### config.mk
export PLATFORM = sky130hd
export DESIGN_NAME = trigger_detect
export DESIGN_NICKNAME = d
export VERILOG_FILES = /design/src/side_ch_pkg.sv /design/src/trigger_detect.sv
export SDC_FILE = /design/constraint.sdc
export NUM_CORES = 1
export LEC_CHECK = 0
export ABC_AREA = 1
export BUFFER_PORTS_ARGS = -buffer_cell sky130_fd_sc_hd__buf_2
export CAP_MARGIN = 20
export CORE_MARGIN = 2
export CORE_UTILIZATION = 30
export CTS_BUF_LIST = sky130_fd_sc_hd__clkbuf_2
export CTS_CLUSTER_DIAMETER = 150
export DETAILED_ROUTE_END_ITERATION = 16
export GPL_TIMING_DRIVEN = 0
export HOLD_SLACK_MARGIN = 0.1
export SLEW_MARGIN = 20
export SYNTH_ARGS = -nofsm -noshare
export SYNTH_HDL_FRONTEND = slang
export SYNTH_SLANG_ARGS = --single-unit
### constraint.sdc
create_clock -name clk -period 2.6 [get_ports clk]
set_clock_uncertainty 0.15 [all_clocks]
set_input_delay 0.26 -clock clk [delete_from_list [all_inputs] [get_ports clk]]
set_output_delay 0.26 -clock clk [all_outputs]
set_load 0.005 [all_outputs]
### src/side_ch_pkg.sv
// widths, sample and output word types, trigger select codes, sequencer states
package side_ch_pkg;

	localparam int iq_w   = 16;
	localparam int rssi_w = 11;  // signed, half-dB steps
	localparam int gpio_w = 8;   // [7] agc lock, [6:0] gain
	localparam int tsf_w  = 64;
	localparam int word_w = 64;

	typedef struct packed {
		logic signed [iq_w-1:0] i;
		logic signed [iq_w-1:0] q;
	} iq_pair_t;

	typedef logic [word_w-1:0] side_word_t;

	// stored sample, msb first
	typedef struct packed {
		logic [4:0]               zero_hi;
		logic signed [rssi_w-1:0] rssi;
		logic [7:0]               zero_lo;
		logic [gpio_w-1:0]        gpio;
		iq_pair_t                 iq;
	} sample_word_t;

	// agc_lock fires when lock is gained, agc_unlock when it is lost
	typedef enum logic [2:0] {
		rssi_rise  = 3'd0,
		rssi_fall  = 3'd1,
		agc_lock   = 3'd2,
		agc_unlock = 3'd3,
		gain_rise  = 3'd4,
		gain_fall  = 3'd5,
		tx_start   = 3'd6,
		tx_iq_over = 3'd7
	} trigger_sel_t;

	typedef enum logic [1:0] {
		idle   = 2'd0,
		fill   = 2'd1,  // post-trigger samples still going in
		header = 2'd2,  // timestamp word offered
		drain  = 2'd3   // window read-out
	} seq_state_t;

endpackage

### src/trigger_detect.sv
// edge and threshold event detection on rssi, agc/gain and tx status, with trigger selection
`timescale 1ns/1ps

module trigger_detect (
	input  logic clk,
	input  logic rstn,
	input  logic capture_en,
	input  side_ch_pkg::trigger_sel_t trigger_select,
	input  logic signed [side_ch_pkg::rssi_w-1:0] rssi_half_db,
	input  logic signed [side_ch_pkg::rssi_w-1:0] rssi_th,
	input  logic [side_ch_pkg::gpio_w-1:0] gpio_status,
	input  logic [side_ch_pkg::gpio_w-2:0] gain_th,
	input  logic tx_bb_is_ongoing,
	input  side_ch_pkg::iq_pair_t iq,
	input  logic [side_ch_pkg::iq_w-1:0] iq_th,
	output logic trigger
);

	localparam int lock_bit = side_ch_pkg::gpio_w - 1;

	logic signed [side_ch_pkg::rssi_w-1:0] rssi_prev;
	logic [side_ch_pkg::gpio_w-1:0] gpio_prev;
	logic tx_prev;

	logic [side_ch_pkg::gpio_w-2:0] gain;
	logic [side_ch_pkg::gpio_w-2:0] gain_prev;
	logic [side_ch_pkg::iq_w-1:0] i_abs;
	logic [7:0] events;

	assign gain      = gpio_status[side_ch_pkg::gpio_w-2:0];
	assign gain_prev = gpio_prev[side_ch_pkg::gpio_w-2:0];

	// -32768 comes out as 16'h8000, still correct read unsigned
	assign i_abs = iq.i[side_ch_pkg::iq_w-1] ? side_ch_pkg::iq_w'(-iq.i) :
		side_ch_pkg::iq_w'(iq.i);

	// history of the status inputs
	always_ff @(posedge clk) begin
		if (!rstn) begin
			rssi_prev <= '0;
			gpio_prev <= '0;
			tx_prev   <= 1'b0;
		end else begin
			rssi_prev <= rssi_half_db;
			gpio_prev <= gpio_status;
			tx_prev   <= tx_bb_is_ongoing;
		end
	end

	// one bit per trigger_sel_t code
	always_comb begin
		events = '0;
		events[side_ch_pkg::rssi_rise] = (rssi_prev < rssi_th) && (rssi_half_db >= rssi_th);
		events[side_ch_pkg::rssi_fall] = (rssi_prev >= rssi_th) && (rssi_half_db < rssi_th);

		events[side_ch_pkg::agc_lock]   = !gpio_prev[lock_bit] && gpio_status[lock_bit];
		events[side_ch_pkg::agc_unlock] = gpio_prev[lock_bit] && !gpio_status[lock_bit];

		events[side_ch_pkg::gain_rise] = (gain_prev < gain_th) && (gain >= gain_th);
		events[side_ch_pkg::gain_fall] = (gain_prev >= gain_th) && (gain < gain_th);

		events[side_ch_pkg::tx_start]   = tx_bb_is_ongoing && !tx_prev;
		events[side_ch_pkg::tx_iq_over] = tx_prev && (i_abs > iq_th);  // self-interference check
	end

	// single cycle pulse, one edge after the causing input was sampled
	always_ff @(posedge clk) begin
		if (!rstn)
			trigger <= 1'b0;
		else
			trigger <= capture_en & events[trigger_select];
	end

endmodule

* Word level (Yosys, flattened, before mapping)
Index checks and enable logic that the tools add are counted.
** Word-level totals
- Register bits after elaboration :: 21
- Bits of input ports :: 92
- Output and inout port bits :: 1
- Logic and storage cells :: 30
** Operators by class
- $add $sub $neg :: 1
- $lt $le $gt $ge :: 10
- Mux-type cells :: 3
- Bitwise logic cells :: 1
- Reductions and logical operators :: 11
** Operators by type and width (count)
- 11-bit greater-or-equal comparator :: 2
- 11-bit less-than comparator :: 2
- 16-bit greater-than comparator :: 1
- 16-bit two-way mux :: 1
- 16-bit negator :: 1
- 7-bit greater-or-equal comparator :: 2
- 7-bit less-than comparator :: 2
- 1-bit logical AND :: 8
- 3-bit by 4-bit less-than comparator with 1-bit output (second input constant) :: 1
- 1-bit binary-select mux with 3-bit select :: 1
- 1-bit zero test :: 3
- 1-bit bitwise AND :: 1
- 1-bit two-way mux :: 1

* Longest topological paths before layout
- Depth in word-level cells :: 7
- Depth in mapped cells :: 22
- Gate-level depth less buffers :: 22

* Worst setup path before layout
No wires, ideal clock.
- Path type :: input to register
- Start :: input iq[16] (netlist bit)
- End :: register trigger
- Library setup time :: 66 ps
- Data arrival time :: 2308 ps
- Data required time :: 2384 ps
- Path slack :: 76 ps
- Stages :: 19
- Buffers on the path :: 0
- Cell sequence :: inv_1 -> ha_1 -> nand3_1 -> nor3_2 -> nand2_1 -> o31ai_2 -> nand2_1 -> xor2_1 -> ha_1 -> nand2_1 -> nor4_1 -> nand2_1 -> nand2_1 -> nand2_1 -> nand2_1 -> nand2_1 -> nand2_1 -> nand2_1 -> a21oi_2
** Between the ends
- Longest elaborated chain between the ends :: 7
** RTL lines
- start: declaration :: line trigger_detect.sv:14 : input side_ch_pkg::iq_pair_t iq,
- 16-bit negator :: line trigger_detect.sv:34 : assign i_abs = iq.i[side_ch_pkg::iq_w-1] ? side_ch_pkg::iq_w'(-iq.i) :
- 16-bit two-way mux * :: line trigger_detect.sv:34
- 16-bit greater-than comparator * :: line trigger_detect.sv:63 : events[side_ch_pkg::tx_iq_over] = tx_prev && (i_abs > iq_th);
- 1-bit logical AND * :: line trigger_detect.sv:63
- 1-bit binary-select mux with 3-bit select * :: line trigger_detect.sv:71 : trigger <= capture_en & events[trigger_select];
- 1-bit two-way mux (not written as such) * :: line trigger_detect.sv:71
- 1-bit bitwise AND * :: line trigger_detect.sv:71
- end signal: assignment :: line trigger_detect.sv:71
- end: declaration :: line trigger_detect.sv:16 : output logic trigger
Mark *: on every way between the ends. The rest lies on a longest branch, timed or not. The select of a mux whose other input is x is not followed.
A chain may end at the register's enable or synchronous reset.

* Worst setup path after layout
- Start :: input iq[17] (netlist bit)
- End :: register trigger
Same word-level chain as after synthesis.

==> results.yml <==
status:
  run_status: "finished clean"
global_route:
  grt_antenna_before_repair: 0
  grt_pass1_vias: 2326
  grt_max_degree: 12
  gr-total-overflow: 0
  grt_pass1_wl_um: 9480
  grtUsageTotal_pct: 13.1
worst_setup_path:
  r2r_slack_ns: 0.77
  cp_slowest_stage_delay_ns: 0.31
  critPathKind: "input port to flip-flop"
  path_cells: "buf_6 -> inv_4 -> buf_6 -> nand3_4 -> nor2_4 -> nand3_2 -> nor3_2 -> nand2_1 -> nand2_2 -> o21ai_2 -> xor2_1 -> ha_1 -> nand2_2 -> nor4_2 -> nand2_1 -> nand2_1 -> nand2_1 -> nand2_1 -> nand2_1 -> nand2_1 -> nand2_1 -> a21oi_2"
  worstPathRequired_ns: 2.74
  cp_slowest_cell: "ha_1"
  critPathCaptureType: "flip-flop"
  worstSetupStartpointType: "input port"
  arrival_ns: 2.62
  cp_common_cell: "nand2_1"
  worst-path-max-fanout: 3
detailed_routing:
  vias_per_cell: 4.34
  routed_wl_um: 5800
  wl_per_cell_um: 10.1
  m1WireLength_um: 2660
  first_pass_iters: 6
  vias: 2500
  met2_length_um: 2880
  top_layer_used: "met4"
  dr_wl_met3_um: 201
  drc: 0
  ant_nets: 0
  drt_iter0_markers: 33
floorplan:
  rows: 32
  core-area_um2: 7730
  ioPinCount: 93
  dieArea_um2: 8690
  initial_utilization_pct: 30.9
  die_h_um: 93.2
  die_x_um: 93.2
clock_tree:
  cts-htree-levels: 1
  root_buffer: "clkbuf_2"
  clock_path_buffers: 2
  cts_sinks: 21
  cts_tree: "built"
  worstSkewPairLatency_ns: 0.33
  clk_pin_slew_ns: 0.22
  cts_inserted_buffers: 3
finish:
  n_antenna_cell: 0
  final_cells: 576
  area_delta_synth_final_pct: 38.8
  fillers: 808
  nets: 620
  drive_gt1_share_pct: 24.1
  design_area_um2: 3320
logic_synthesis:
  synth_commonest_cells: "102 x nand2_1, 82 x inv_1, 53 x ha_1"
  synth_most_common_cell: "nand2_1"
  ys_ff_latch: 21
  postSynthCellCount: 365
  syn_nets: 510
  yosys_warnings: 0
  syn_area_per_cell_um2: 6.54
  yosysUniqueCellTypes: 26
  synthArstFlopShare_pct: 0
  synthesis.area_um2: 2390
  synth_edf_count: 0
  ys_seq_area_share_pct: 17.6
  synth_top_area_share_pct: 27.8
  synth_ff_type: "dfxtp_1"
  synth_top_cell_by_area: "ha_1"
  synth.area.top_cells: "ha_1 28%, dfxtp_1 18%, nand2_1 16%"
placement:
  place_inst: 543
  io_buffer_count: 76
  dp_hpwl_um: 4590
  gp_congestion: 0.818
  placed_cell_area_um2: 2900
timing:
  tns_ns: 0
  tightest_slew_ns: 0.558
  slew_headroom_pct: 62.8
  fmax_mhz: 404
  fin_crit_ns: 2.48
  rsz0062_at_grt: "true"
  hold_viol_final: 0
  finalSetupViolCount: 0
  drv_slew: 0
  fin_crit_sh_pct: 95.3
power_and_ir_drop:
  p_per_area_nw_per_um2: 277
  p_leak_nw: 1.98
  vdd_drop_max_mv: 0.178
job:
  max_cap_viol_count: 0
worst_hold_path:
  hp-class: "input port to flip-flop"
layer usage:
layer / vias to the layer above / GRT usage (%)
met5: - / 0
met4: 0 / 3.43
met3: 7 / 0.806
met2: 56 / 23.3
met1: 1082 / 17.2
li1: 1355 / -
flip-flops by register name, summed over array words and instances (netlist names):
| register | cells |
|---|---|
| rssi_prev | 11 |
| gpio_prev | 8 |
| trigger | 1 |
| tx_prev | 1 |
stage by stage:
stage / util, % / setup WS (ns) / power, W / hold WS, ns
CTS: 40.9 / 0.0395 / 0.000911 / 0.141
global placement: 37.5 / -0.339 / 0.000712 / 0.301
floorplan: - / 0.0757 / 0.000594 / 0.203
global route: 42.9 / -0.0557 / 0.00101 / 0.184
finish: 42.9 / 0.123 / 0.000919 / 0.178
detailed placement: 37.5 / -0.341 / 0.000720 / 0.307
worst max-delay path, delay by kind of cell:
family          cells  cell delay, ns
simple gates       15            1.47
fa+ha+maj           1            0.31
buf+inv             3            0.26
xor+xnor            1            0.17
compound gates      2            0.16
power breakdown:
| group | leakage, nW | switching (W) | internal [W] |
|---|---|---|---|
| logic | 1.79 | 0.000222 | 0.000200 |
| clock network | 0.0166 | 0.000111 | 0.0000407 |
| registers | 0.175 | 0.00000538 | 0.000340 |
cell type report:
cell class	count	area (µm²)	area share, %
Sequential cell	21	420	12.7
Buffer	3	11.3	0.340
Inverter	84	325	9.81
Tap cell	102	128	3.85
Clock buffer	4	20.0	0.604
Timing Repair Buffer	105	678	20.5
Multi-Input combinational cell	257	1730	52.3
cell usage in the layout, fill, tap and decap left out, types with 9 or more instances in the layout:
cell,n
xor2_1,9
dlygate4sd3_1,24
a21oi_1,21
dfxtp_1,21
nand2_1,99
o21ai_0,10
buf_2,74
inv_1,79
nor2_1,19
ha_1,52
timing repair:
action                                  CTS  global route
setup buffers                             0             5
endpoints found under the setup margin    0             1
hold endpoints to repair                 21             0
gates resized for setup                   0            29
hold buffers                             24             0
worst paths after layout:
path / from / endpoint / cells after the start
worst min register to register: gpio_prev[7] / trigger / 4
worst max-delay path: iq[17] / trigger / 22
worst min-delay path: trigger_select[0] / trigger / 5
worst max register to register: rssi_prev[10] / trigger / 12
cell families after synthesis:
family	share of synthesized area, %
flops	17.6
xor+xnor	4.77
buf+inv	13.7
simple gates	26.7
compound gates	9.48
fa+ha+maj	27.8
Note: power is estimated with default switching activity, not from simulation.
