$ cat src/side_ch_pkg.sv
// widths, sample and output word types, trigger select codes, sequencer states
package side_ch_pkg;

	localparam int iq_w   = 16;
	localparam int rssi_w = 11;  // signed, half-dB steps
	localparam int gpio_w = 8;   // [7] agc lock, [6:0] gain
	localparam int tsf_w  = 64;
	localparam int word_w = 64;

	typedef struct packed {
		logic signed [iq_w-1:0] i;
		logic signed [iq_w-1:0] q;
	} iq_pair_t;

	typedef logic [word_w-1:0] side_word_t;

	// stored sample, msb first
	typedef struct packed {
		logic [4:0]               zero_hi;
		logic signed [rssi_w-1:0] rssi;
		logic [7:0]               zero_lo;
		logic [gpio_w-1:0]        gpio;
		iq_pair_t                 iq;
	} sample_word_t;

	// agc_lock fires when lock is gained, agc_unlock when it is lost
	typedef enum logic [2:0] {
		rssi_rise  = 3'd0,
		rssi_fall  = 3'd1,
		agc_lock   = 3'd2,
		agc_unlock = 3'd3,
		gain_rise  = 3'd4,
		gain_fall  = 3'd5,
		tx_start   = 3'd6,
		tx_iq_over = 3'd7
	} trigger_sel_t;

	typedef enum logic [1:0] {
		idle   = 2'd0,
		fill   = 2'd1,  // post-trigger samples still going in
		header = 2'd2,  // timestamp word offered
		drain  = 2'd3   // window read-out
	} seq_state_t;

endpackage

$ cat src/capture_stream_if.sv
// valid/ready stream interface carrying capture words, with producer and consumer modports
`timescale 1ns/1ps

interface capture_stream_if;

	side_ch_pkg::side_word_t data;
	logic valid;
	logic ready;
	logic last;  // marks final word of a frame

	// word moves on a clock edge with valid and ready both high;
	// data, valid and last hold until then
	modport producer (
		output data,
		output valid,
		output last,
		input  ready
	);

	modport consumer (
		input  data,
		input  valid,
		input  last,
		output ready
	);

endinterface

$ cat src/capture_sequencer.sv
// capture FSM: trigger accept, post-trigger fill, timestamp header and window read-out
`timescale 1ns/1ps

module capture_sequencer #(
	parameter int addr_w = 9
) (
	input  logic clk,
	input  logic rstn,
	input  logic capture_en,
	input  logic trigger,
	input  logic iq_strobe,
	input  logic [side_ch_pkg::tsf_w-1:0] tsf,
	input  logic [addr_w:0] pre_trigger_len,
	input  logic [addr_w:0] iq_len,
	input  logic [addr_w-1:0] wr_addr,
	input  side_ch_pkg::sample_word_t rd_data,
	output logic [addr_w-1:0] rd_addr,
	output logic wr_freeze,
	capture_stream_if.producer stream
);

	side_ch_pkg::seq_state_t state;

	logic [addr_w-1:0] rd_ptr;    // address of the word rd_data holds
	logic [addr_w:0] post_len;
	logic [addr_w:0] cnt;         // writes in fill, words sent in drain
	logic [addr_w:0] fill_cnt_next;
	logic wr_now;
	logic accept;
	logic fill_done;
	logic xfer;

	assign post_len = iq_len - pre_trigger_len;
	assign wr_now   = iq_strobe & capture_en;
	assign accept   = (state == side_ch_pkg::idle) & capture_en & trigger;
	assign xfer     = stream.valid & stream.ready;

	// anchor write at the accept edge counts as the first post sample
	assign fill_cnt_next = (state == side_ch_pkg::idle) ? (addr_w+1)'(wr_now) :
		cnt + (addr_w+1)'(wr_now);
	assign fill_done = (accept || (state == side_ch_pkg::fill)) && (fill_cnt_next == post_len);

	assign wr_freeze = (state == side_ch_pkg::header) || (state == side_ch_pkg::drain);

	// look-ahead address keeps rd_data equal to mem[rd_ptr] after every edge
	always_comb begin
		rd_addr = rd_ptr;
		if (accept)
			rd_addr = wr_addr - pre_trigger_len[addr_w-1:0];
		else if (xfer)
			rd_addr = rd_ptr + 1'b1;
	end

	always_ff @(posedge clk) begin
		if (!rstn) begin
			state        <= side_ch_pkg::idle;
			stream.valid <= 1'b0;
			stream.last  <= 1'b0;
			rd_ptr       <= '0;
			cnt          <= '0;
		end else begin
			rd_ptr <= rd_addr;
			if (fill_done) begin
				state        <= side_ch_pkg::header;
				stream.valid <= 1'b1;  // header word offered
			end
			case (state)
				side_ch_pkg::idle: begin
					if (accept) begin
						cnt <= fill_cnt_next;
						if (!fill_done)
							state <= side_ch_pkg::fill;
					end
				end
				side_ch_pkg::fill: cnt <= fill_cnt_next;
				side_ch_pkg::header: begin
					if (xfer) begin
						state       <= side_ch_pkg::drain;
						cnt         <= (addr_w+1)'(1);
						stream.last <= (iq_len == (addr_w+1)'(1));
					end
				end
				side_ch_pkg::drain: begin
					if (xfer && stream.last) begin
						state        <= side_ch_pkg::idle;
						stream.valid <= 1'b0;
						stream.last  <= 1'b0;
					end else if (xfer) begin
						cnt         <= cnt + 1'b1;
						stream.last <= (cnt + 1'b1 == iq_len);
					end
				end
				default: state <= side_ch_pkg::idle;
			endcase
		end
	end

	// tsf latched straight into the header slot, samples follow on each transfer
	always_ff @(posedge clk) begin
		if (accept)
			stream.data <= side_ch_pkg::side_word_t'(tsf);
		else if (xfer)
			stream.data <= side_ch_pkg::side_word_t'(rd_data);
	end

endmodule

$ cat src/flat_wrapper.sv
// flat-port wrapper written by rule: the top's interface ports become plain ports
module capture_sequencer_flat 
#(
	parameter int addr_w = 9
)
  (clk, rstn, capture_en, trigger, iq_strobe, tsf, pre_trigger_len, iq_len, wr_addr, rd_data, rd_addr, wr_freeze, stream_data, stream_valid, stream_last, stream_ready);
  capture_stream_if stream_i ();
  input  logic clk;
  input  logic rstn;
  input  logic capture_en;
  input  logic trigger;
  input  logic iq_strobe;
  input  logic [side_ch_pkg::tsf_w-1:0] tsf;
  input  logic [addr_w:0] pre_trigger_len;
  input  logic [addr_w:0] iq_len;
  input  logic [addr_w-1:0] wr_addr;
  input  side_ch_pkg::sample_word_t rd_data;
  output logic [addr_w-1:0] rd_addr;
  output logic wr_freeze;
  output wire logic [$bits(stream_i.data)-1:0] stream_data;
  output wire logic [$bits(stream_i.valid)-1:0] stream_valid;
  output wire logic [$bits(stream_i.last)-1:0] stream_last;
  input wire logic [$bits(stream_i.ready)-1:0] stream_ready;
  assign stream_data = stream_i.data;
  assign stream_valid = stream_i.valid;
  assign stream_last = stream_i.last;
  assign stream_i.ready = stream_ready;
  capture_sequencer #(.addr_w(addr_w)) u_core (.clk(clk), .rstn(rstn), .capture_en(capture_en), .trigger(trigger), .iq_strobe(iq_strobe), .tsf(tsf), .pre_trigger_len(pre_trigger_len), .iq_len(iq_len), .wr_addr(wr_addr), .rd_data(rd_data), .rd_addr(rd_addr), .wr_freeze(wr_freeze), .stream(stream_i));
endmodule
$ cat config.mk
export PLATFORM = sky130hd
export DESIGN_NAME = capture_sequencer_flat
export DESIGN_NICKNAME = d
export VERILOG_FILES = /design/src/side_ch_pkg.sv /design/src/capture_stream_if.sv /design/src/capture_sequencer.sv /design/src/flat_wrapper.sv
export SDC_FILE = /design/constraint.sdc
export NUM_CORES = 1
export LEC_CHECK = 0
export BUFFER_PORTS_ARGS = -buffer_cell sky130_fd_sc_hd__clkbuf_2
export CORE_MARGIN = 1
export CORE_UTILIZATION = 45
export CTS_CLUSTER_DIAMETER = 150
export DETAILED_ROUTE_END_ITERATION = 10
export PLACE_DENSITY = 0.77
export SYNTH_ARGS = -nofsm -noshare
export SYNTH_HDL_FRONTEND = slang
export SYNTH_SLANG_ARGS = --single-unit
$ cat constraint.sdc
create_clock -name clk -period 5.2 [get_ports clk]
set_clock_uncertainty 0.15 [all_clocks]
set_input_delay 0.78 -clock clk [delete_from_list [all_inputs] [get_ports clk]]
set_output_delay 0.78 -clock clk [all_outputs]
set_load 0.1 [all_outputs]
[Word-level counts from Yosys, hierarchy flattened]
Cells that the tools add are included.
Operators by class
  equality and inequality tests: 11
  reductions and logical operators: 9
  bitwise gates (word level): 4
  mux-type cells: 23
  $add $sub $neg: 5
Operator list (number)
  $mux W64: 2
  $mux W10: 5
  $pmux W10 S4: 1
  $eq A10 B10 Y1: 2
  $mux W9: 2
  $add A10 B1 Y10: 1
  $add A10 B1 Y10 const B: 1
  $eq A10 B1 Y1 const B: 1
  $mux W2: 5
  $sub A10 B10 Y10: 1
  $add A9 B1 Y9 const B: 1
  $sub A9 B9 Y9: 1
  $mux W1: 6
  $ne A2 B1 Y1 const B: 3
  $pmux W2 S3: 1
  $and A1 B1 Y1: 4
  $eq A2 B2 Y1 const B: 2
  $reduce_and A4 Y1: 1
  $reduce_bool A2 Y1: 2
  $ne A3 B2 Y1 const B: 1
  $reduce_and A3 Y1: 1
  $eq A2 B1 Y1 const B: 1
  $logic_and A1 B1 Y1: 2
  $logic_not A2 Y1: 1
  3 further kinds: 4
Storage, ports and cells
  word-level logic and storage cells: 58
  register bits: 87
  output and inout port bits: 76
  input bits: 163

[Depth between registers and ports, before layout]
Gate-level depths: netlist (run 1).
  word-level depth: 9
  gate-level depth with buffers: 12
  depth with buffers taken out: 12

[Worst setup path after synthesis (run 1)]
Ideal clock, no wire load.
  path type: in2out
  from: in pre_trigger_len[1]
  to: out rd_addr[7]
  data arrival time: 4.187 ns
  data required time: 4.270 ns
  path slack: 0.083 ns
  cell stages on the path: 9
  path through: inv_1 > ha_1 > nor2b_1 > o21ai_0 > nand2b_1 > a21o_1 > a21o_1 > a21o_1 > a211oi_1
On the way
  word-level cells in the longest chain between the ends: 2
RTL lines
  start, declared: RTL line flat_wrapper.sv:14  | input logic [addr_w:0] pre_trigger_len;
  $sub A9 B9 Y9: RTL line capture_sequencer.sv:49  | rd_addr = wr_addr - pre_trigger_len[addr_w-1:0];
  $mux W9: RTL line capture_sequencer.sv:48  | if (accept)
  end, declared: RTL line flat_wrapper.sv:18  | output logic [addr_w-1:0] rd_addr;
Every way passes these cells.

[Worst setup path in the final report (run 1)]
  from: in pre_trigger_len[0]
  to: out rd_addr[8]
The elaborated chain is that of the path after synthesis.

==> results.sh, run 1 <==
export IMPL_critical_path_arrival_ps=3250
export IMPL_synth_flop_cell="edfxtp_1"
export IMPL_timing_rr_end="u_core.stream.valid"
export IMPL_cts_resized=0
export IMPL_max_slew_margin_pct=43.2
export IMPL_crit_chain="clkbuf_2 > ha_1 > fa_1 > nor2b_1 > o21ai_0 > a21boi_0 > o21ai_0 > nand2b_1 > a31oi_1 > xnor2_1 > a21oi_1 > clkbuf_2"
export IMPL_cts_root_buf="clkbuf_16"
export IMPL_totalPowerFinal_mw=2.04
export IMPL_drt_iter0_drc=397
export IMPL_synth_avg_cell_area_um2=8.51
export IMPL_path_delay_family="compound AO/OA/AOI/OAI gates"
export IMPL_finalNonFillerCells=1003
export IMPL_gp_routability_congestion=0.903
export IMPL_post_cts_buffers=0
export IMPL_seqPwrFrac_pct=39.2
export IMPL_internal_power_mw=1.32
export IMPL_cpPeakStageDelay_ps=510
export IMPL_switching_share_pct=35.1
export IMPL_dr_pass1_iters=9
export IMPL_seq_area_frac_synth_pct=43.9
export IMPL_grt_ovfl_total=0
export IMPL_clock_sinks=87
export IMPL_rr_startpoint="u_core.state[1]"
export IMPL_cts_buffers=9
export IMPL_place_hpwl_um=11900
export IMPL_areaGrowthSynthToFinish_pct=28.8
export IMPL_grt_first_pass_wirelength_um=24000
export IMPL_io_buffers=238
export IMPL_synth_most_common_cell="nand2_1"
export IMPL_fp_dieH_um=112
export IMPL_core_area_mm2=0.0116
export IMPL_dp_cells=987
export IMPL_critPathBufInv=2
export IMPL_drv_cap=0
export IMPL_timing_hold_ws_ps=332
export IMPL_cpMaxStageDelayCell="clkbuf_2"
export IMPL_p_per_area_mw_per_mm2=292
export IMPL_synth_top_cell_by_area="edfxtp_1"
export IMPL_worst_r2r_path_depth=8
export IMPL_required_ps=4270
export IMPL_setup_viol_count_final=0
export IMPL_rsz0062_at_grt="no"
export IMPL_yosysUniqueCellTypes=59
export IMPL_antenna_found_initial=0
export IMPL_yosys_top_cells_count="nand2_1, edfxtp_1, xnor2_1, a21oi_1, nor2_1"
export IMPL_drive_gt1_share_pct=32.2
export IMPL_final_area_mm2=0.00698
export IMPL_fmax_ghz=0.239
export IMPL_htreeDepth=3
export IMPL_grt_max_degree=73
export IMPL_placed_area_mm2=0.00668
export IMPL_min_period_ps=4180
export IMPL_tns_ps=0
export IMPL_pwr_share_comb_pct=28.1
export IMPL_start_util_pct=46.9
export IMPL_diodes=0
export IMPL_worstPathMaxFanout=3
export IMPL_worst_pin_slew_ps=849
export IMPL_wl_per_cell_um=15.3
export IMPL_clkTransAtPathRegs_ps=70
export IMPL_drtAntennaViolNets=0
export IMPL_ys_warn_count=0
export IMPL_finalNetCount=1042
export IMPL_cts_tree="built"
export IMPL_row_count=39
export IMPL_startpoint="pre_trigger_len[0]"
export IMPL_finalHoldViolCount=0
export IMPL_clock_latency_ps=340
export IMPL_yosys_register_bits=87
export IMPL_p_clk_share_pct=32.6
export IMPL_clockBufferDepth=2
export IMPL_fp_dieW_um=112
export IMPL_min_delay_start="u_core.stream.valid"
export IMPL_p_leak_nw=3.36
export IMPL_pin_count=239
export IMPL_vias_per_cell=5.17
export IMPL_cp_end_kind="output port"
export IMPL_synthCells=637
export IMPL_fin_crit_sh_pct=80.4
export IMPL_min_path_cells=2
export IMPL_path_class="input port to output port"
export IMPL_async_reset_ff_share_pct=0
export IMPL_crit_path_start_kind="input port"
export IMPL_vias=5183
export IMPL_ys_top_cells_by_area="edfxtp_1, nand2_1, dfxtp_1"
export IMPL_grt_usage_pct=24.8
export IMPL_synth_fp_nets=824
export IMPL_p_switching_mw=0.717
export IMPL_grt_pass1_vias=4813
export IMPL_slew_violations=0
export IMPL_netlist_area_mm2=0.00542
export IMPL_outcome="finished with violations"
export IMPL_min_path_type="register to register"
export IMPL_reg2reg_slack_ps=2170
export IMPL_violations="DRC"
export IMPL_synth_top_cell_area_share_pct=35.4
export IMPL_worstHoldEndpoint="u_core.stream.valid"
export IMPL_die_area_mm2=0.0125
export IMPL_cts_hold_buf=0
export IMPL_route_detailed_drc=20
export IMPL_synth_edff_count=64
export IMPL_totalWireLength_um=15400
export IMPL_ir_drop_v=0.000155
[routing by layer]
layer,wire [um],vias to the layer above,global-route usage (%)
met5,0,-,0
met4,497,0,9.55
met3,1030,29,5.01
met2,7900,201,44.8
met1,5950,2359,28.7
li1,-,2594,-
[worst min-delay path: stages (launching register included)]
cell and delay, ps:
dfxtp_1 330, nand3_1 60, o21ai_1 50
[cell type report]
type,count,area (um^2)
inverter,18,67.6
tap,143,179
multi-input combinational,497,2830
clock buffer,9,225
timing repair buffer,242,1220
clock inverter,7,77.6
sequential,87,2380
fill,1055,4580
[registers in the layout, indices dropped and copies added (netlist names)]
signal	flops
u_core.stream.valid	1
u_core.stream.data	64
u_core.state	2
u_core.cnt	10
u_core.stream.last	1
u_core.rd_ptr	9
[cells in the final DEF (no fill, tap or decap), drive strengths merged, types with 5 or more instances in the layout]
cell type	n
nor4	7
nand2	232
and2	9
a21oi	27
xor2	12
or2	5
nand4	6
a21o	6
nor2	26
o21ai	23
nand3	12
nor2b	5
dfxtp	23
clkbuf	247
a211oi	6
inv	21
nor3	13
edfxtp	64
xnor2	39
ha	22
[how the worst max path moves through the flow]
stage	slack [ps]	cells past startpoint	end
floorplan	80	9	rd_addr[7]
global placement	1120	12	rd_addr[8]
detailed placement	1030	12	rd_addr[8]
CTS	1030	12	rd_addr[8]
global route	880	12	rd_addr[8]
finish	1020	12	rd_addr[8]
[kinds of logic after synthesis]
group	count (synthesis)	share of synthesized area [%]
AND/OR/NAND/NOR	331	26.9
buffers and inverters	53	4.13
XOR/XNOR	52	8.65
AO/OA/AOI/OAI	86	9.76
flip-flops	87	43.9
multiplexers	4	0.785
adder cells (fa/ha/maj)	24	5.82
[per-stage QoR]
| step | util [%] | setup slack (ps) |
|---|---|---|
| finish | 60.4 | 1020 |
| global route | 60.4 | 879 |
| CTS | 60.4 | 1030 |
| detailed placement | 57.7 | 1030 |
| global placement | 57.7 | 1120 |
| floorplan | - | 83.0 |
[power groups by stage]
stage               clock, mW  combinational [mW]  sequential [mW]
CTS                     0.680               0.577            0.801
global placement            0               0.569            0.815
detailed placement          0               0.575            0.816
floorplan                   0               0.257            0.990
global route            0.710               0.615            0.803
finish                  0.666               0.574            0.800
(Power assumes the default switching activity.)
==> inputs of run 2 (changes only) <==
CORE_UTILIZATION = 44   (was 45)
PLACE_DENSITY = 0.78   (was 0.77)
clock period = 3.8 ns   (was 5.2 ns; I/O delays follow)
==> results.sh, run 2 (same netlist as run 1, synthesis figures left out) <==
export IMPL_outcome="finished clean"
export IMPL_fin_crit_sh_pct=93.5
export IMPL_required_ps=3080
export IMPL_vias=5179
export IMPL_top_regs="u_core.stream.data (64), u_core.cnt (10), u_core.rd_ptr (9)"
export IMPL_final_area_mm2=0.00716
export IMPL_clock_sinks=87
export IMPL_dp_cells=997
export IMPL_drv_cap=0
export IMPL_timing_hold_ws_ps=332
export IMPL_grt_ovfl_total=0
export IMPL_dr_pass1_iters=4
export IMPL_largest_register_ffs=64
export IMPL_finalNonFillerCells=1013
export IMPL_critical_path_arrival_ps=2830
export IMPL_p_leak_nw=3.43
export IMPL_slew_violations=0
export IMPL_path_class="input port to output port"
export IMPL_seqPwrFrac_pct=38.1
export IMPL_totalWireLength_um=15300
export IMPL_fmax_ghz=0.281
export IMPL_crit_top_cell="o21ai_0"
export IMPL_drt_iter0_drc=249
export IMPL_cp_end_kind="output port"
export IMPL_cpPeakStageDelay_ps=410
export IMPL_finalHoldViolCount=0
export IMPL_p_clk_share_pct=33.0
export IMPL_io_buffers=238
export IMPL_preCtsSetupSlack_ps=249
export IMPL_worstPathMaxFanout=3
export IMPL_internal_power_mw=1.90
export IMPL_tns_ps=0
export IMPL_drive_gt1_share_pct=33.4
export IMPL_setup_viol_count_final=0
export IMPL_cts_buffers=9
export IMPL_worst_pin_slew_ps=582
export IMPL_crit_chain="clkbuf_2 > ha_1 > fa_1 > nor2b_1 > o21ai_0 > a21boi_0 > o21ai_0 > nand2b_1 > a31oi_1 > xnor2_1 > a21oi_2 > buf_12"
export IMPL_rsz0062_at_grt="no"
export IMPL_pin_count=239
export IMPL_grt_first_pass_wirelength_um=24200
export IMPL_areaGrowthSynthToFinish_pct=32.1
export IMPL_max_slew_margin_pct=61.2
export IMPL_cts_hold_buf=0
export IMPL_core_area_mm2=0.0120
export IMPL_start_util_pct=45.1
export IMPL_fp_dieW_um=113
export IMPL_grt_max_degree=58
export IMPL_p_switching_mw=0.964
export IMPL_min_period_ps=3550
export IMPL_mostFrequentLayoutCell="clkbuf_2"
export IMPL_crit_path_start_kind="input port"
export IMPL_antenna_found_initial=0
export IMPL_route_detailed_drc=0
export IMPL_htreeDepth=3
export IMPL_finalNetCount=1048
export IMPL_placed_area_mm2=0.00684
export IMPL_vias_per_cell=5.11
export IMPL_cpMaxStageDelayCell="fa_1"
export IMPL_ir_drop_v=0.000196
export IMPL_cts_tree="built"
export IMPL_grt_pass1_vias=4950
export IMPL_post_cts_buffers=0
export IMPL_totalPowerFinal_mw=2.86
export IMPL_grt_usage_pct=24.5
export IMPL_mostFrequentLayoutCells="clkbuf_2, nand2_1, edfxtp_1"
export IMPL_fp_dieH_um=113
export IMPL_wl_per_cell_um=15.1
export IMPL_clock_latency_ps=340
export IMPL_cts_root_buf="clkbuf_16"
export IMPL_die_area_mm2=0.0128
export IMPL_clockBufferDepth=2
export IMPL_switching_share_pct=33.7
export IMPL_clkTransAtPathRegs_ps=60
export IMPL_cts_resized=0
export IMPL_pwr_share_comb_pct=28.9
export IMPL_row_count=40
export IMPL_utilization_pct=59.6
export IMPL_min_path_type="register to register"
export IMPL_p_per_area_mw_per_mm2=400
export IMPL_drtAntennaViolNets=0
export IMPL_gp_routability_congestion=0.897
export IMPL_place_hpwl_um=12100
export IMPL_diodes=0
export IMPL_regMostFlops="u_core.stream.data"
export IMPL_setup_ws_ps=247
-- run 2: final cells by class --
cell class / instances / area [um^2]
Clock buffer: 9 / 225
Clock inverter: 7 / 96.3
Fill cell: 1070 / 4850
Inverter: 18 / 67.6
Multi-Input combinational cell: 497 / 2850
Sequential cell: 87 / 2380
Tap cell: 147 / 184
Timing Repair Buffer: 248 / 1350
-- run 2: final timing paths --
kind / start / endpoint / slack (ps) / depth (start not counted)
worst min-delay path: u_core.stream.valid / u_core.stream.valid / 330 / 2
worst max-delay path: pre_trigger_len[0] / rd_addr[8] / 250 / 12
worst min register to register: u_core.stream.valid / u_core.stream.valid / 330 / 2
worst max register to register: u_core.cnt[0] / u_core.state[1] / 930 / 10
-- run 2: worst max-delay path, delay by kind of cell --
kind,cells,cell delay (ps)
AOI/OAI and AO/OA,5,880
adders and majority gates,2,630
xor gates and xnor gates,1,190
buffers and inverters,2,300
and+or+nand+nor,2,250
-- run 2: metal layers --
metal / GRT usage (%) / vias to the layer above / wire [um]
met5: 0 / - / 0
met4: 11.2 / 0 / 537
met3: 6.43 / 41 / 1180
met2: 43.4 / 224 / 7730
met1: 27.5 / 2307 / 5880
li1: - / 2607 / -
-- run 2: power by group through the flow --
stage | Clock [mW] | Sequential (mW) | Combinational, mW
floorplan | 0 | 1.36 | 0.359
global placement | 0 | 1.11 | 0.819
detailed placement | 0 | 1.11 | 0.828
CTS | 0.970 | 1.09 | 0.831
global route | 1.00 | 1.10 | 0.885
finish | 0.943 | 1.09 | 0.827
