<file path="src/side_ch_pkg.sv">
// widths, sample and output word types, trigger select codes, sequencer states
package side_ch_pkg;

	localparam int iq_w   = 16;
	localparam int rssi_w = 11;  // signed, half-dB steps
	localparam int gpio_w = 8;   // [7] agc lock, [6:0] gain
	localparam int tsf_w  = 64;
	localparam int word_w = 64;

	typedef struct packed {
		logic signed [iq_w-1:0] i;
		logic signed [iq_w-1:0] q;
	} iq_pair_t;

	typedef logic [word_w-1:0] side_word_t;

	// stored sample, msb first
	typedef struct packed {
		logic [4:0]               zero_hi;
		logic signed [rssi_w-1:0] rssi;
		logic [7:0]               zero_lo;
		logic [gpio_w-1:0]        gpio;
		iq_pair_t                 iq;
	} sample_word_t;

	// agc_lock fires when lock is gained, agc_unlock when it is lost
	typedef enum logic [2:0] {
		rssi_rise  = 3'd0,
		rssi_fall  = 3'd1,
		agc_lock   = 3'd2,
		agc_unlock = 3'd3,
		gain_rise  = 3'd4,
		gain_fall  = 3'd5,
		tx_start   = 3'd6,
		tx_iq_over = 3'd7
	} trigger_sel_t;

	typedef enum logic [1:0] {
		idle   = 2'd0,
		fill   = 2'd1,  // post-trigger samples still going in
		header = 2'd2,  // timestamp word offered
		drain  = 2'd3   // window read-out
	} seq_state_t;

endpackage

</file>
<file path="src/capture_stream_if.sv">
// valid/ready stream interface carrying capture words, with producer and consumer modports
`timescale 1ns/1ps

interface capture_stream_if;

	side_ch_pkg::side_word_t data;
	logic valid;
	logic ready;
	logic last;  // marks final word of a frame

	// word moves on a clock edge with valid and ready both high;
	// data, valid and last hold until then
	modport producer (
		output data,
		output valid,
		output last,
		input  ready
	);

	modport consumer (
		input  data,
		input  valid,
		input  last,
		output ready
	);

endinterface

</file>
<file path="src/stream_skid_buffer.sv">
// two-entry registered output stage for the capture stream, absorbs ready stalls
`timescale 1ns/1ps

module stream_skid_buffer (
	input  logic clk,
	input  logic rstn,
	capture_stream_if.consumer s,
	output side_ch_pkg::side_word_t m_data,
	output logic m_valid,
	output logic m_last,
	input  logic m_ready
);

	side_ch_pkg::side_word_t skid_data;
	logic skid_last;
	logic skid_valid;
	logic in_xfer;
	logic out_free;

	assign s.ready  = !skid_valid;  // low only with both entries full
	assign in_xfer  = s.valid & s.ready;
	assign out_free = !m_valid | m_ready;

	always_ff @(posedge clk) begin
		if (!rstn) begin
			m_valid    <= 1'b0;
			m_last     <= 1'b0;
			skid_valid <= 1'b0;
		end else if (out_free) begin
			m_valid    <= skid_valid | in_xfer;
			m_last     <= skid_valid ? skid_last : (in_xfer & s.last);
			skid_valid <= 1'b0;
		end else if (in_xfer) begin
			skid_valid <= 1'b1;  // output stalled, park it
		end
	end

	always_ff @(posedge clk) begin
		if (out_free) begin
			if (skid_valid)
				m_data <= skid_data;
			else if (in_xfer)
				m_data <= s.data;
		end else if (in_xfer) begin
			skid_data <= s.data;
			skid_last <= s.last;
		end
	end

endmodule

</file>
<file path="src/flat_wrapper.sv">
// flat-port wrapper written by rule: the top's interface ports become plain ports
module stream_skid_buffer_flat 
  (clk, rstn, m_data, m_valid, m_last, m_ready, s_data, s_valid, s_last, s_ready);
  capture_stream_if s_i ();
  input  logic clk;
  input  logic rstn;
  output side_ch_pkg::side_word_t m_data;
  output logic m_valid;
  output logic m_last;
  input  logic m_ready;
  input wire logic [$bits(s_i.data)-1:0] s_data;
  input wire logic [$bits(s_i.valid)-1:0] s_valid;
  input wire logic [$bits(s_i.last)-1:0] s_last;
  output wire logic [$bits(s_i.ready)-1:0] s_ready;
  assign s_i.data = s_data;
  assign s_i.valid = s_valid;
  assign s_i.last = s_last;
  assign s_ready = s_i.ready;
  stream_skid_buffer u_core (.clk(clk), .rstn(rstn), .s(s_i), .m_data(m_data), .m_valid(m_valid), .m_last(m_last), .m_ready(m_ready));
endmodule
</file>
<file path="config.mk">
export PLATFORM = sky130hd
export DESIGN_NAME = stream_skid_buffer_flat
export DESIGN_NICKNAME = d
export VERILOG_FILES = /design/src/side_ch_pkg.sv /design/src/capture_stream_if.sv /design/src/stream_skid_buffer.sv /design/src/flat_wrapper.sv
export SDC_FILE = /design/constraint.sdc
export NUM_CORES = 1
export LEC_CHECK = 0
export ABC_AREA = 1
export BUFFER_PORTS_ARGS = -buffer_cell sky130_fd_sc_hd__buf_2
export CORE_ASPECT_RATIO = 0.5
export CORE_MARGIN = 2
export CORE_UTILIZATION = 46
export DETAILED_ROUTE_END_ITERATION = 10
export HOLD_SLACK_MARGIN = 0.03
export MAX_ROUTING_LAYER = met4
export PLACE_DENSITY_LB_ADDON = 0.3
export SETUP_SLACK_MARGIN = 0.15
export SYNTH_ARGS = -nofsm -noshare
export SYNTH_HDL_FRONTEND = slang
export SYNTH_SLANG_ARGS = --single-unit
export TNS_END_PERCENT = 1
</file>
<file path="constraint.sdc">
create_clock -name clk -period 4.8 [get_ports clk]
set_clock_uncertainty 0.1 [all_clocks]
set_input_delay 1.2 -clock clk [delete_from_list [all_inputs] [get_ports clk]]
set_output_delay 1.2 -clock clk [all_outputs]
set_load 0.02 [all_outputs]
</file>
* Yosys cells after proc, flatten, opt, wreduce, memory -nomap -nowiden *
Cells that the tools add are included.

storage, ports and cells
  register bits = 132
  bits in latches = 0
  RAM bits = 0
  ROM bits = 0
  input bits = 69
  output and inout bits = 67
  memories = 0

operators by class
  add/subtract/negate cells = 0
  multiply operators = 0
  div/mod/pow operators = 0
  order comparisons = 0
  eq/ne operators = 0
  shifts and indexed selects = 0
  muxes and demuxes = 3
  bitwise logic cells = 6
  reduce and logical (&&, ||, !) cells = 6

operator list
  cell                 count
  two-way mux 64 bit   2
  AND reduction 2 bit  2
  AND 1 bit            2
  logical NOT 1 bit    2
  inverter 1 bit       2
  OR 1 bit             2
  nonzero test 2 bit   1
  OR reduction 2 bit   1
  two-way mux 1 bit    1

* Longest topological paths before layout *
Gate-level depths: netlist (run 1).

  depth after elaboration = 4
  mapped depth = 5
  mapped depth without buffers = 5

* Worst setup path before layout (run 1) *
Ideal clock, no wire load.

  kind = input -> register
  from = in m_ready
  to = reg u_core.skid_data[0] (enable)
  setup time = 488 ps
  arrival = 4051 ps
  path slack = 161 ps
  stages on the path = 3
  path buffers = 0
  cells stage by stage = inv_1 -> nand2_1 -> nor2_1

on the way
  longest elaborated chain between the ends = 3

ends and longest elaborated chain
  what                           line                      RTL
  start: declaration             flat_wrapper.sv:10        input logic m_ready;
  OR 1 bit                       stream_skid_buffer.sv:22  assign out_free = !m_valid | m_ready;
  inverter 1 bit (no line)       n/a
  AND reduction 2 bit (no line)  n/a
  end signal: assignment         stream_skid_buffer.sv:45  skid_data <= s.data;
  end: declaration               stream_skid_buffer.sv:14  side_ch_pkg::side_word_t skid_data;

No other way between the ends.
A chain may end at the register's enable or synchronous reset.

* Worst setup path in the final report (run 1) *
  from = reg u_core.skid_valid
  to = out s_ready

on the way
  longest elaborated chain between the ends = 1

ends and longest elaborated chain
  what                      line                      RTL
  start: declaration        stream_skid_buffer.sv:16  logic skid_valid;
  start signal: assignment  stream_skid_buffer.sv:28  skid_valid <= 1'b0;
  start signal: assignment  stream_skid_buffer.sv:32  skid_valid <= 1'b0;
  start signal: assignment  stream_skid_buffer.sv:34  skid_valid <= 1'b1;
  logical NOT 1 bit         stream_skid_buffer.sv:20  assign s.ready = !skid_valid;
  end: declaration          flat_wrapper.sv:14        output wire logic [$bits(s_i.ready)-1:0] s_ready;

No other way between the ends.

==> results of run 1 <==
synthesized netlist by cell type:
cell,n
sky130_fd_sc_hd__a21oi_1,1
sky130_fd_sc_hd__nor3_1,1
sky130_fd_sc_hd__buf_4,3
sky130_fd_sc_hd__dfxtp_1,3
sky130_fd_sc_hd__inv_1,4
sky130_fd_sc_hd__nor2_1,7
sky130_fd_sc_hd__edfxtp_1,129
sky130_fd_sc_hd__buf_2,10
sky130_fd_sc_hd__inv_2,2
sky130_fd_sc_hd__nand2_1,198
sky130_fd_sc_hd__clkbuf_1,1
state kept, by name, indices dropped and copies added, names as in the netlist:
name	flops
u_core.m_data	64
u_core.skid_data	64
u_core.m_last	1
u_core.skid_valid	1
u_core.skid_last	1
u_core.m_valid	1
cell type report:
cell class,instances,area share [%]
Multi-Input combinational cell,207,12.9
Inverter,6,0.364
Clock inverter,13,1.90
Timing Repair Buffer,139,11.4
Tap cell,140,2.83
Sequential cell,132,63.7
Clock buffer,18,6.94
power groups by stage:
stage	clock network [W]	logic, W	registers, W
after floorplan	0	0.0000523	0.00142
final	0.00119	0.000187	0.00135
after detailed placement	0	0.000190	0.00137
after global routing	0.00126	0.000207	0.00135
after global placement	0	0.000187	0.00137
after CTS	0.00121	0.000191	0.00135
how the worst min path moves through the flow:
stage | startpoint | cells after the start | end
6_report | u_core.skid_data[18] | 2 | u_core.m_data[18]
5_1_grt | u_core.skid_data[21] | 2 | u_core.m_data[21]
3_3_place_gp | u_core.skid_data[37] | 2 | u_core.m_data[37]
4_1_cts | u_core.skid_data[26] | 2 | u_core.m_data[26]
3_5_place_dp | u_core.skid_data[26] | 2 | u_core.m_data[26]
2_1_floorplan | u_core.skid_data[0] | 2 | u_core.m_data[0]
logic make-up after synthesis:
kind of cell	after synthesis	synth area share, %
and+or+nand+nor	206	16.1
DFF	132	81.7
buffers and inverters	20	2.05
AOI/OAI and AO/OA	1	0.104
through the flow:
step	cells	power [W]	hold WS (ns)	util, %	worst slack, ns
final	655	0.00272	0.416	60.7	1.72
after global routing	655	0.00282	0.433	60.7	1.59
after CTS	655	0.00275	0.416	60.7	1.67
after detailed placement	624	0.00156	0.403	55.3	1.79
after global placement	624	0.00156	0.398	55.3	1.79
after floorplan	359	0.00147	0.394	-	0.161
routing by layer:
metal	track usage, %	up-vias	part of all wire, %	wire, um
li1	-	1494	-	-
met1	22.0	1345	45	4010
met2	25.8	86	48	4270
met3	4.19	20	4.9	437
met4	10.3	0	2.7	245
met5	-	-	0	0
worst register-to-register path: stages (launching register included):
cell	delay, ns
sky130_fd_sc_hd__dfxtp_2	0.74
sky130_fd_sc_hd__nor2_1	0.24
sky130_fd_sc_hd__nor2_4	0.52
sky130_fd_sc_hd__buf_4	0.59
==> summary.md, run 1 <==
### Outcome
* completed — run status

### Placement
* 5630 um2 — post-detailed-placement cell area
* 5.80 mm — Final HPWL DP
* 135 — Port-buffer cells
* 0.828 — weighted congestion reported at the end of routability-driven placement

### Clock tree
* 4 — H-tree level count
* 0 — number of setup buffers added after CTS
* 0.05 ns — CTS clock-pin slew for the worst setup and hold paths
* done — clock tree from TritonCTS
* 0 — number of buffers inserted for hold repair after clock tree synthesis
* sky130_fd_sc_hd__clkbuf_16 — buffer type at the clock tree root
* 132 — Sinks on Clock Net
* 2 — deepest clock path buffer count
* 17 — number of CTS-inserted buffers
* 0.40 ns — source-to-sink clock delay at the later pin of the worst-skew pair
* 0 — # resized after CTS

### Floorplan
* 76.3 um — die extent in y
* 26 — number of placement rows
* 149 um — chip width
* 136 — number of ports placed on the die boundary
* 11300 um2 — Total Die Area
* 10200 um2 — Core Box Area
* 47.3% — effective utilization at floorplan

### Critical path
* 3 — R2R cell count
* register — crit path launch type
* 33 — largest fanout on the critical path
* u_core.skid_valid — source of the worst register-to-register timing path
* 2 — critical path buffer and inverter count
* s_ready — last element of the critical path
* u_core.skid_valid — timing startpoint of the critical path
* 0.74 ns — biggest cell delay along the critical path
* reg -> out — path type of the worst setup path
* 2 — number of cells on the critical path
* inv_2, buf_2 — CP Cell Sequence
* 3.50 ns — required time of the worst setup path
* 2.22 ns — slack of the worst reg-to-reg path
* 1.78 ns — data arrival time of the worst path
* flip-flops — largest delay contributor family on the critical path
* u_core.m_data[45] — reg2reg end
* output port — crit end category
* sky130_fd_sc_hd__dfxtp_2 — Max stage delay cell, worst path

### Pwr
* 0.218 mV — Max VDD drop
* 6.9% — combinational group share of total power
* 49.5% — sequential group share of total power
* 0.00214 W — Int Pwr
* 21.3% — fraction of power spent switching nets
* 0.000580 W — switching power summed over all nets
* 2.65 nW — static leakage
* 440 nW/um2 — power density relative to cell area
* 43.6% — share of total power in the clock network

### STA
* 324 MHz — Highest Clock Rate
* 0 — final setup violation count
* 44.2% — Max transition margin
* 0.837 ns — Worst Tran Pin Value
* 0 — number of pins with negative max-slew slack in the final report
* 0 — total count of hold-check failures in the final report
* 0 ns — Fin Setup TNS
* 64.2% — fin crit share
* 3.08 ns — time the final worst path needs with I/O delays and setup
* no — setup repair after global routing missed its margin

### Layout
* 795 um2 — combined area of the multi-input logic cells
* 823 — Filler Cells Inserted
* sky130_fd_sc_hd__nand2_1 — most frequent standard cell in the layout excluding fill and tap cells
* 0 — number of antenna cells inserted
* 28.4% — post-synthesis to final-layout area growth
* sky130_fd_sc_hd__nand2_1, sky130_fd_sc_hd__buf_2, sky130_fd_sc_hd__edfxtp_1 — commonest non-fill, non-tap cells in the layout
* 6180 um2 — post-route cell area
* 33.4% — share of cells above drive strength 1
* 3940 um2 — total area of sequential cells
* 572 — nets@finish

### Logic synthesis
* 428 — Synth Net Count
* 80.5% — share of Yosys cell area claimed by the top area cell type
* 11 — Distinct cells, synth
* 132 — register bit total from synthesis
* 4810 um2 — area of the mapped netlist
* 13.4 um2 — Post-Synthesis Mean Instance Area
* sky130_fd_sc_hd__edfxtp_1, sky130_fd_sc_hd__nand2_1, sky130_fd_sc_hd__dfxtp_1 — ranking of synthesized cells by area
* 359 — synthesized instance count
* 81.7% — sequential fraction of the synthesis area
* sky130_fd_sc_hd__edfxtp_1 — library cell occupying the most area in the post-synthesis netlist
* 0 — number of warning messages in the yosys log

### Detailed routing
* 13.7 um — DR WL/cell
* 5 — number of detailed-routing iterations run before antenna repair
* 0 — DRC violations left
* 2945 — Via Count
* 8.97 mm — wire length reported by the detailed router
* 0 — remaining antenna violation count after routing
* 168 — 1st-iter DRT viols
* 4.50 — mean number of vias per cell

### GRT
* 66 — largest net degree at the start of global routing
* 0 — number of antenna violations at the first check in global routing
* 0 — Overflow after GRT
* 14.3 mm — wire length of the first global-routing pass
* 17.4% — Total Routing Usage GR
* 2940 — via count of the first global-routing pass

### Run
* 0 — Max-cap violations

### Worst hold path
* reg -> reg — Min-Delay Path Class

Note: power is estimated with default switching activity, not from simulation.
==> inputs of run 2 (changes only) <==
--- a/config.mk
+++ b/config.mk
@@ -9,7 +9,7 @@
 export BUFFER_PORTS_ARGS = -buffer_cell sky130_fd_sc_hd__buf_2
 export CORE_ASPECT_RATIO = 0.5
 export CORE_MARGIN = 2
-export CORE_UTILIZATION = 46
+export CORE_UTILIZATION = 51
 export DETAILED_ROUTE_END_ITERATION = 10
 export HOLD_SLACK_MARGIN = 0.03
 export MAX_ROUTING_LAYER = met4
==> constraint.sdc (replaced) <==
create_clock -name clk -period 2.9 [get_ports clk]
set_clock_uncertainty 0.1 [all_clocks]
set_input_delay 0.725 -clock clk [delete_from_list [all_inputs] [get_ports clk]]
set_output_delay 0.725 -clock clk [all_outputs]
set_load 0.02 [all_outputs]
==> run 2 against run 1 <==
Effect of this change: design area rose by 1.5%; register-to-register slack got worse by 0.91 ns; count of clock-buffer cells in the layout rose by 3; critical path depth rose by 1; utilization rose by 9.7 points; die area fell by 9.4%; largest cell class unchanged.
==> summary.md, run 2 (synthesis results as in run 1) <==
### Layout
* 637 — Filler Cells Inserted, -23%
* 0 — number of antenna cells inserted, unchanged
* 636 — non-filler instance count after layout, -2.9%
* 795 um2 — combined area of the multi-input logic cells, unchanged
* 575 — nets@finish, +0.52%
* sky130_fd_sc_hd__nand2_1, sky130_fd_sc_hd__buf_2, sky130_fd_sc_hd__edfxtp_1 — commonest non-fill, non-tap cells in the layout
* 33.5% — share of cells above drive strength 1, +0.13 points
* 30.4% — post-synthesis to final-layout area growth
* sky130_fd_sc_hd__nand2_1 — most frequent standard cell in the layout excluding fill and tap cells
* 3940 um2 — total area of sequential cells, unchanged
* u_core.m_data: 64 flops, u_core.skid_data: 64 flops — Largest regs

### Worst hold path
* in -> reg — Min-Delay Path Class
* u_core.skid_data[32] — endpoint of the worst hold-timing path
* 1 — Cells on Worst Hold Path, -1
* s_data[32] — startpoint of the lowest-slack hold path

### Pwr
* 20.0% — fraction of power spent switching nets, -1.3 points
* 2.71 nW — static leakage, +2.2%
* 0.00391 W — Int Pwr, +83%
* 0.547 mV — Max VDD drop, +150%
* 6.5% — combinational group share of total power, -0.4 points
* 779 nW/um2 — power density relative to cell area, +77%
* 0.000976 W — switching power summed over all nets, +68%
* 47.9% — share of total power in the clock network, +4.3 points
* 45.6% — sequential group share of total power, -3.9 points

### Clock tree
* 4 — H-tree level count, unchanged
* 0.06 ns — CTS clock-pin slew for the worst setup and hold paths, about the same
* 0 — number of buffers inserted for hold repair after clock tree synthesis, unchanged
* 132 — Sinks on Clock Net, unchanged
* 2 — deepest clock path buffer count, unchanged
* done — clock tree from TritonCTS
* 0.41 ns — source-to-sink clock delay at the later pin of the worst-skew pair, about the same
* sky130_fd_sc_hd__clkbuf_16 — buffer type at the clock tree root
* 0 — # resized after CTS, unchanged
* 0 — number of setup buffers added after CTS, unchanged
* 17 — number of CTS-inserted buffers, unchanged

### Placement
* 0.787 — weighted congestion reported at the end of routability-driven placement, -4.9%
* 135 — Port-buffer cells, unchanged
* 604 — total placed cells including tap cells, -3.2%
* 0.815 ns — Post-Place Worst Slack, -0.975 ns
* 5.68 mm — Final HPWL DP, -2.1%

### Detailed routing
* 0 — remaining antenna violation count after routing, unchanged
* 3032 — Via Count, +3.0%
* 14.5 um — DR WL/cell, +5.6%
* 3.91 mm — wire length the detailed router placed on met1, -2.4%
* 9.19 mm — wire length reported by the detailed router, +2.5%
* 4 — number of detailed-routing iterations run before antenna repair, -1
* 175 — 1st-iter DRT viols, +4.2%
* met4 — top layer used by detailed routing
* 482 um — met3 layer wire length in the routed design, +10%
* 4.58 mm — routed wl met2, +7.1%
* 0 — DRC violations left, unchanged
* 4.77 — mean number of vias per cell, +6.0%

### Critical path
* 40 — largest fanout on the critical path, +21%
* 3 — R2R cell count, unchanged
* output port — crit end category
* reg -> out — path type of the worst setup path
* u_core.skid_data[33] — reg2reg end
* u_core.m_valid — source of the worst register-to-register timing path
* register — crit path launch type
* 1.31 ns — slack of the worst reg-to-reg path, -0.91 ns
* 1.46 ns — data arrival time of the worst path, -0.32 ns
* 2.08 ns — required time of the worst setup path, -1.42 ns

### GRT
* 0 — Overflow after GRT, unchanged
* 14.2 mm — wire length of the first global-routing pass, -1.2%
* 66 — largest net degree at the start of global routing, unchanged
* 2974 — via count of the first global-routing pass, +1.2%
* 19.3% — Total Routing Usage GR, +1.9 points
* 0 — number of antenna violations at the first check in global routing, unchanged

### STA
* 0 — total count of hold-check failures in the final report, unchanged
* 0 — number of pins with negative max-slew slack in the final report, unchanged
* 2.28 ns — time the final worst path needs with I/O delays and setup
* no — setup repair after global routing missed its margin
* 438 MHz — Highest Clock Rate
* 0.401 ns — Hold Slack, -0.0149 ns
* 53.7% — Max transition margin, +9.5 points
* 0.618 ns — final setup margin, -1.10 ns
* 0 — final setup violation count, unchanged
* 78.7% — fin crit share
* 0.694 ns — Worst Tran Pin Value, -0.142 ns

### Outcome
* completed — run status

### Floorplan
* 10300 um2 — Total Die Area, -9.4%
* 141 um — chip width, -4.9%
* 72.7 um — die extent in y, -4.8%
* 54.0% — effective utilization at floorplan, +6.7 points
* 24 — number of placement rows, -7.7%
* 8920 um2 — Core Box Area, -12%
* 136 — number of ports placed on the die boundary, unchanged

### Run
* 0 — Max-cap violations, unchanged

-- run 2: cell types whose count changed in the layout (fill, tap and decap cells not counted), sizes merged --
cell,before,now
clkinvlp,2,1
bufinv,2,6
buf,139,142
clkinv,9,4
clkbuf,18,21
-- run 2: per-layer routing --
layer	track usage, %	vias up
met5	-	-
met4	11.9	0
met3	5.05	18
met2	31.1	92
met1	22.2	1416
li1	-	1506
-- run 2: power groups by stage --
stage / logic (W) / registers, W / clock network [W]
after CTS: 0.000323 / 0.00223 / 0.00238
after detailed placement: 0.000321 / 0.00226 / 0
after global routing: 0.000349 / 0.00223 / 0.00245
after floorplan: 0.0000882 / 0.00235 / 0
final: 0.000318 / 0.00223 / 0.00234
after global placement: 0.000313 / 0.00226 / 0
-- run 2: metrics by stage --
stage               utilization (%)  area, um2  setup TNS [ns]  power (W)
global placement               63.1       5630               0    0.00258
CTS                            70.3       6270               0    0.00493
global route                   70.3       6270               0    0.00503
floorplan                         -       4820           -5.56    0.00244
detailed placement             63.1       5630               0    0.00258
finish                         70.3       6270               0    0.00489
-- run 2: worst max-delay path: stages (launching register included) --
cell and delay, ns:
sky130_fd_sc_hd__dfxtp_2 0.33, sky130_fd_sc_hd__inv_2 0.06, sky130_fd_sc_hd__buf_4 0.39, sky130_fd_sc_hd__buf_2 0.25
-- run 2: how the worst max path moves through the flow --
stage | start | to | slack (ns) | depth (start not counted)
floorplan | s_valid | u_core.m_data[0] | -0.09 | 2
global placement | m_ready | u_core.skid_data[42] | 0.84 | 5
detailed placement | m_ready | u_core.skid_data[48] | 0.82 | 5
CTS | u_core.skid_valid | s_ready | 0.61 | 3
global route | u_core.skid_valid | s_ready | 0.55 | 3
finish | u_core.skid_valid | s_ready | 0.62 | 3
-- run 2: layout make-up --
class / instances / area share (%)
Sequential cell: 132 / 62.7
Multi-Input combinational cell: 207 / 12.7
Timing Repair Buffer: 142 / 11.6
Clock buffer: 21 / 7.02
Clock inverter: 11 / 3.29
Tap cell: 117 / 2.33
Inverter: 6 / 0.359
==> inputs of run 3 (changes only) <==
--- a/config.mk
+++ b/config.mk
@@ -9,7 +9,7 @@
 export BUFFER_PORTS_ARGS = -buffer_cell sky130_fd_sc_hd__buf_2
 export CORE_ASPECT_RATIO = 0.5
 export CORE_MARGIN = 2
-export CORE_UTILIZATION = 51
+export CORE_UTILIZATION = 46
 export DETAILED_ROUTE_END_ITERATION = 10
 export HOLD_SLACK_MARGIN = 0.03
 export MAX_ROUTING_LAYER = met4
==> constraint.sdc (replaced) <==
create_clock -name clk -period 1.9 [get_ports clk]
set_clock_uncertainty 0.1 [all_clocks]
set_input_delay 0.475 -clock clk [delete_from_list [all_inputs] [get_ports clk]]
set_output_delay 0.475 -clock clk [all_outputs]
set_load 0.02 [all_outputs]
==> run 3 against run 2 <==
Effect of this change: sequential cell count unchanged; worst hold slack got worse by 0.23 ns; sequential share of layout area about the same.
==> summary.md, run 3 (synthesis results as in run 1) <==
### STA
* 0 — final setup violation count, unchanged
* 0.682 ns — Worst Tran Pin Value, -0.0125 ns
* 89.4% — fin crit share
* 0 — number of pins with negative max-slew slack in the final report, unchanged
* 0 ns — Fin Setup TNS, unchanged
* 54.5% — Max transition margin, +0.83 points
* 0 — total count of hold-check failures in the final report, unchanged
* 589 MHz — Highest Clock Rate
* no — setup repair after global routing missed its margin
* 1.70 ns — time the final worst path needs with I/O delays and setup

### Critical path
* s_ready — last element of the critical path
* 3 — number of cells on the critical path, unchanged
* buffers and inverters — largest delay contributor family on the critical path
* sky130_fd_sc_hd__dfxtp_2 — Max stage delay cell, worst path
* u_core.skid_data[17] — reg2reg end
* u_core.skid_valid — timing startpoint of the critical path
* 16 — largest fanout on the critical path, -60%
* 1.32 ns — required time of the worst setup path, -0.76 ns
* output port — crit end category
* inv_4, buf_12, buf_4 — CP Cell Sequence
* reg -> out — path type of the worst setup path
* 1.12 ns — data arrival time of the worst path, -0.34 ns
* 4 — R2R cell count, +1
* 0.33 ns — biggest cell delay along the critical path, -0.06 ns
* 0.47 ns — slack of the worst reg-to-reg path, -0.84 ns
* register — crit path launch type
* 3 — critical path buffer and inverter count, unchanged
* u_core.skid_valid — source of the worst register-to-register timing path

### Layout
* sky130_fd_sc_hd__nand2_1 — most frequent standard cell in the layout excluding fill and tap cells
* 0 — number of antenna cells inserted, unchanged
* 658 — non-filler instance count after layout, +3.5%
* u_core.m_data: 64 flops, u_core.skid_data: 64 flops — Largest regs
* 576 — nets@finish, +0.17%
* 33.6% — share of cells above drive strength 1, +0.065 points
* 30.4% — post-synthesis to final-layout area growth, about the same
* sky130_fd_sc_hd__nand2_1, sky130_fd_sc_hd__buf_2, sky130_fd_sc_hd__edfxtp_1 — commonest non-fill, non-tap cells in the layout

### Clock tree
* 4 — H-tree level count, unchanged
* 0.39 ns — source-to-sink clock delay at the later pin of the worst-skew pair, -0.02 ns
* 2 — deepest clock path buffer count, unchanged
* 0 — number of setup buffers added after CTS, unchanged
* 0.05 ns — CTS clock-pin slew for the worst setup and hold paths, about the same
* 132 — Sinks on Clock Net, unchanged
* done — clock tree from TritonCTS
* 17 — number of CTS-inserted buffers, unchanged
* 0 — number of buffers inserted for hold repair after clock tree synthesis, unchanged
* sky130_fd_sc_hd__clkbuf_16 — buffer type at the clock tree root

### Pwr
* 7.6% — combinational group share of total power, +1.1 points
* 21.1% — fraction of power spent switching nets, +1.2 points
* 41.8% — share of total power in the clock network, -6.1 points
* 0.00142 W — switching power summed over all nets, +46%
* 0.00530 W — Int Pwr, +36%
* 0.726 mV — Max VDD drop, +33%
* 1070 nW/um2 — power density relative to cell area, +38%
* 2.70 nW — static leakage, -0.47%
* 50.6% — sequential group share of total power, +5.0 points

### Placement
* 0.820 — weighted congestion reported at the end of routability-driven placement, +4.2%
* 135 — Port-buffer cells, unchanged
* 627 — total placed cells including tap cells, +3.8%
* 5.72 mm — Final HPWL DP, +0.80%

### GRT
* 2850 — via count of the first global-routing pass, -4.2%
* 16.9% — Total Routing Usage GR, -2.4 points
* 0 — Overflow after GRT, unchanged
* 66 — largest net degree at the start of global routing, unchanged
* 14.1 mm — wire length of the first global-routing pass, -0.24%
* 0 — number of antenna violations at the first check in global routing, unchanged

### Detailed routing
* 4 — number of detailed-routing iterations run before antenna repair, unchanged
* 0 — DRC violations left, unchanged
* 2984 — Via Count, -1.6%
* 0 — remaining antenna violation count after routing, unchanged
* 9.18 mm — wire length reported by the detailed router, -0.13%
* 14.0 um — DR WL/cell, -3.5%
* 165 — 1st-iter DRT viols, -5.7%
* 4.53 — mean number of vias per cell, -4.9%

### Floorplan
* 149 um — chip width, +5.1%
* 76.3 um — die extent in y, +5.0%
* 26 — number of placement rows, +8.3%
* 10200 um2 — Core Box Area, +14%
* 47.3% — effective utilization at floorplan, -6.7 points
* 136 — number of ports placed on the die boundary, unchanged
* 11300 um2 — Total Die Area, +10%

### Run
* 0 — Max-cap violations, unchanged

### Outcome
* completed — run status

### Worst hold path
* s_data[10] — startpoint of the lowest-slack hold path
* in -> reg — Min-Delay Path Class

==> run 3: per-layer routing <==
layer,vias up,track usage (%),wire length [um]
met2,88,26.5,4730
li1,1501,-,-
met4,0,7.90,124
met1,1383,21.0,3940
met3,12,4.01,387
met5,-,-,0
==> run 3: area by class of cell <==
class / count / area (um2)
timing repair buffer: 143 / 818
sequential: 132 / 3940
clock inverter: 8 / 62.6
tap: 140 / 175
inverter: 6 / 37.5
fill: 804 / 3910
clock buffer: 22 / 444
multi-input combinational: 207 / 802
==> run 3: how the worst min path moves through the flow <==
stage,to,slack (ns),cells past startpoint
2_1_floorplan,u_core.m_data[0],0.39,2
6_report,u_core.skid_data[10],0.17,1
3_3_place_gp,u_core.skid_valid,0.40,2
5_1_grt,u_core.skid_data[41],0.15,1
4_1_cts,u_core.skid_data[26],0.15,1
3_5_place_dp,u_core.skid_valid,0.40,2
==> run 3: stage by stage <==
stage	cell area (um2)	setup WS, ns	hold slack [ns]	util (%)	total power [W]
2_1_floorplan	4850	-0.150	0.394	-	0.00373
3_3_place_gp	5730	0.236	0.396	56.2	0.00396
3_5_place_dp	5730	0.223	0.396	56.2	0.00397
4_1_cts	6250	0.158	0.149	61.4	0.00679
5_1_grt	6280	0.153	0.146	61.6	0.00699
6_report	6280	0.202	0.169	61.6	0.00672
==> run 3: power groups by stage <==
| stage | clock [W] | sequential, W | combinational, W |
|---|---|---|---|
| 3_5_place_dp | 0 | 0.00346 | 0.000512 |
| 2_1_floorplan | 0 | 0.00359 | 0.000139 |
| 4_1_cts | 0.00288 | 0.00340 | 0.000515 |
| 6_report | 0.00281 | 0.00340 | 0.000511 |
| 3_3_place_gp | 0 | 0.00346 | 0.000504 |
| 5_1_grt | 0.00302 | 0.00341 | 0.000560 |
==> run 3: what timing repair did <==
action	4_1_cts	5_1_grt
endpoints found under the setup margin	1	1
cloned	0	1
gates resized for setup	4	1
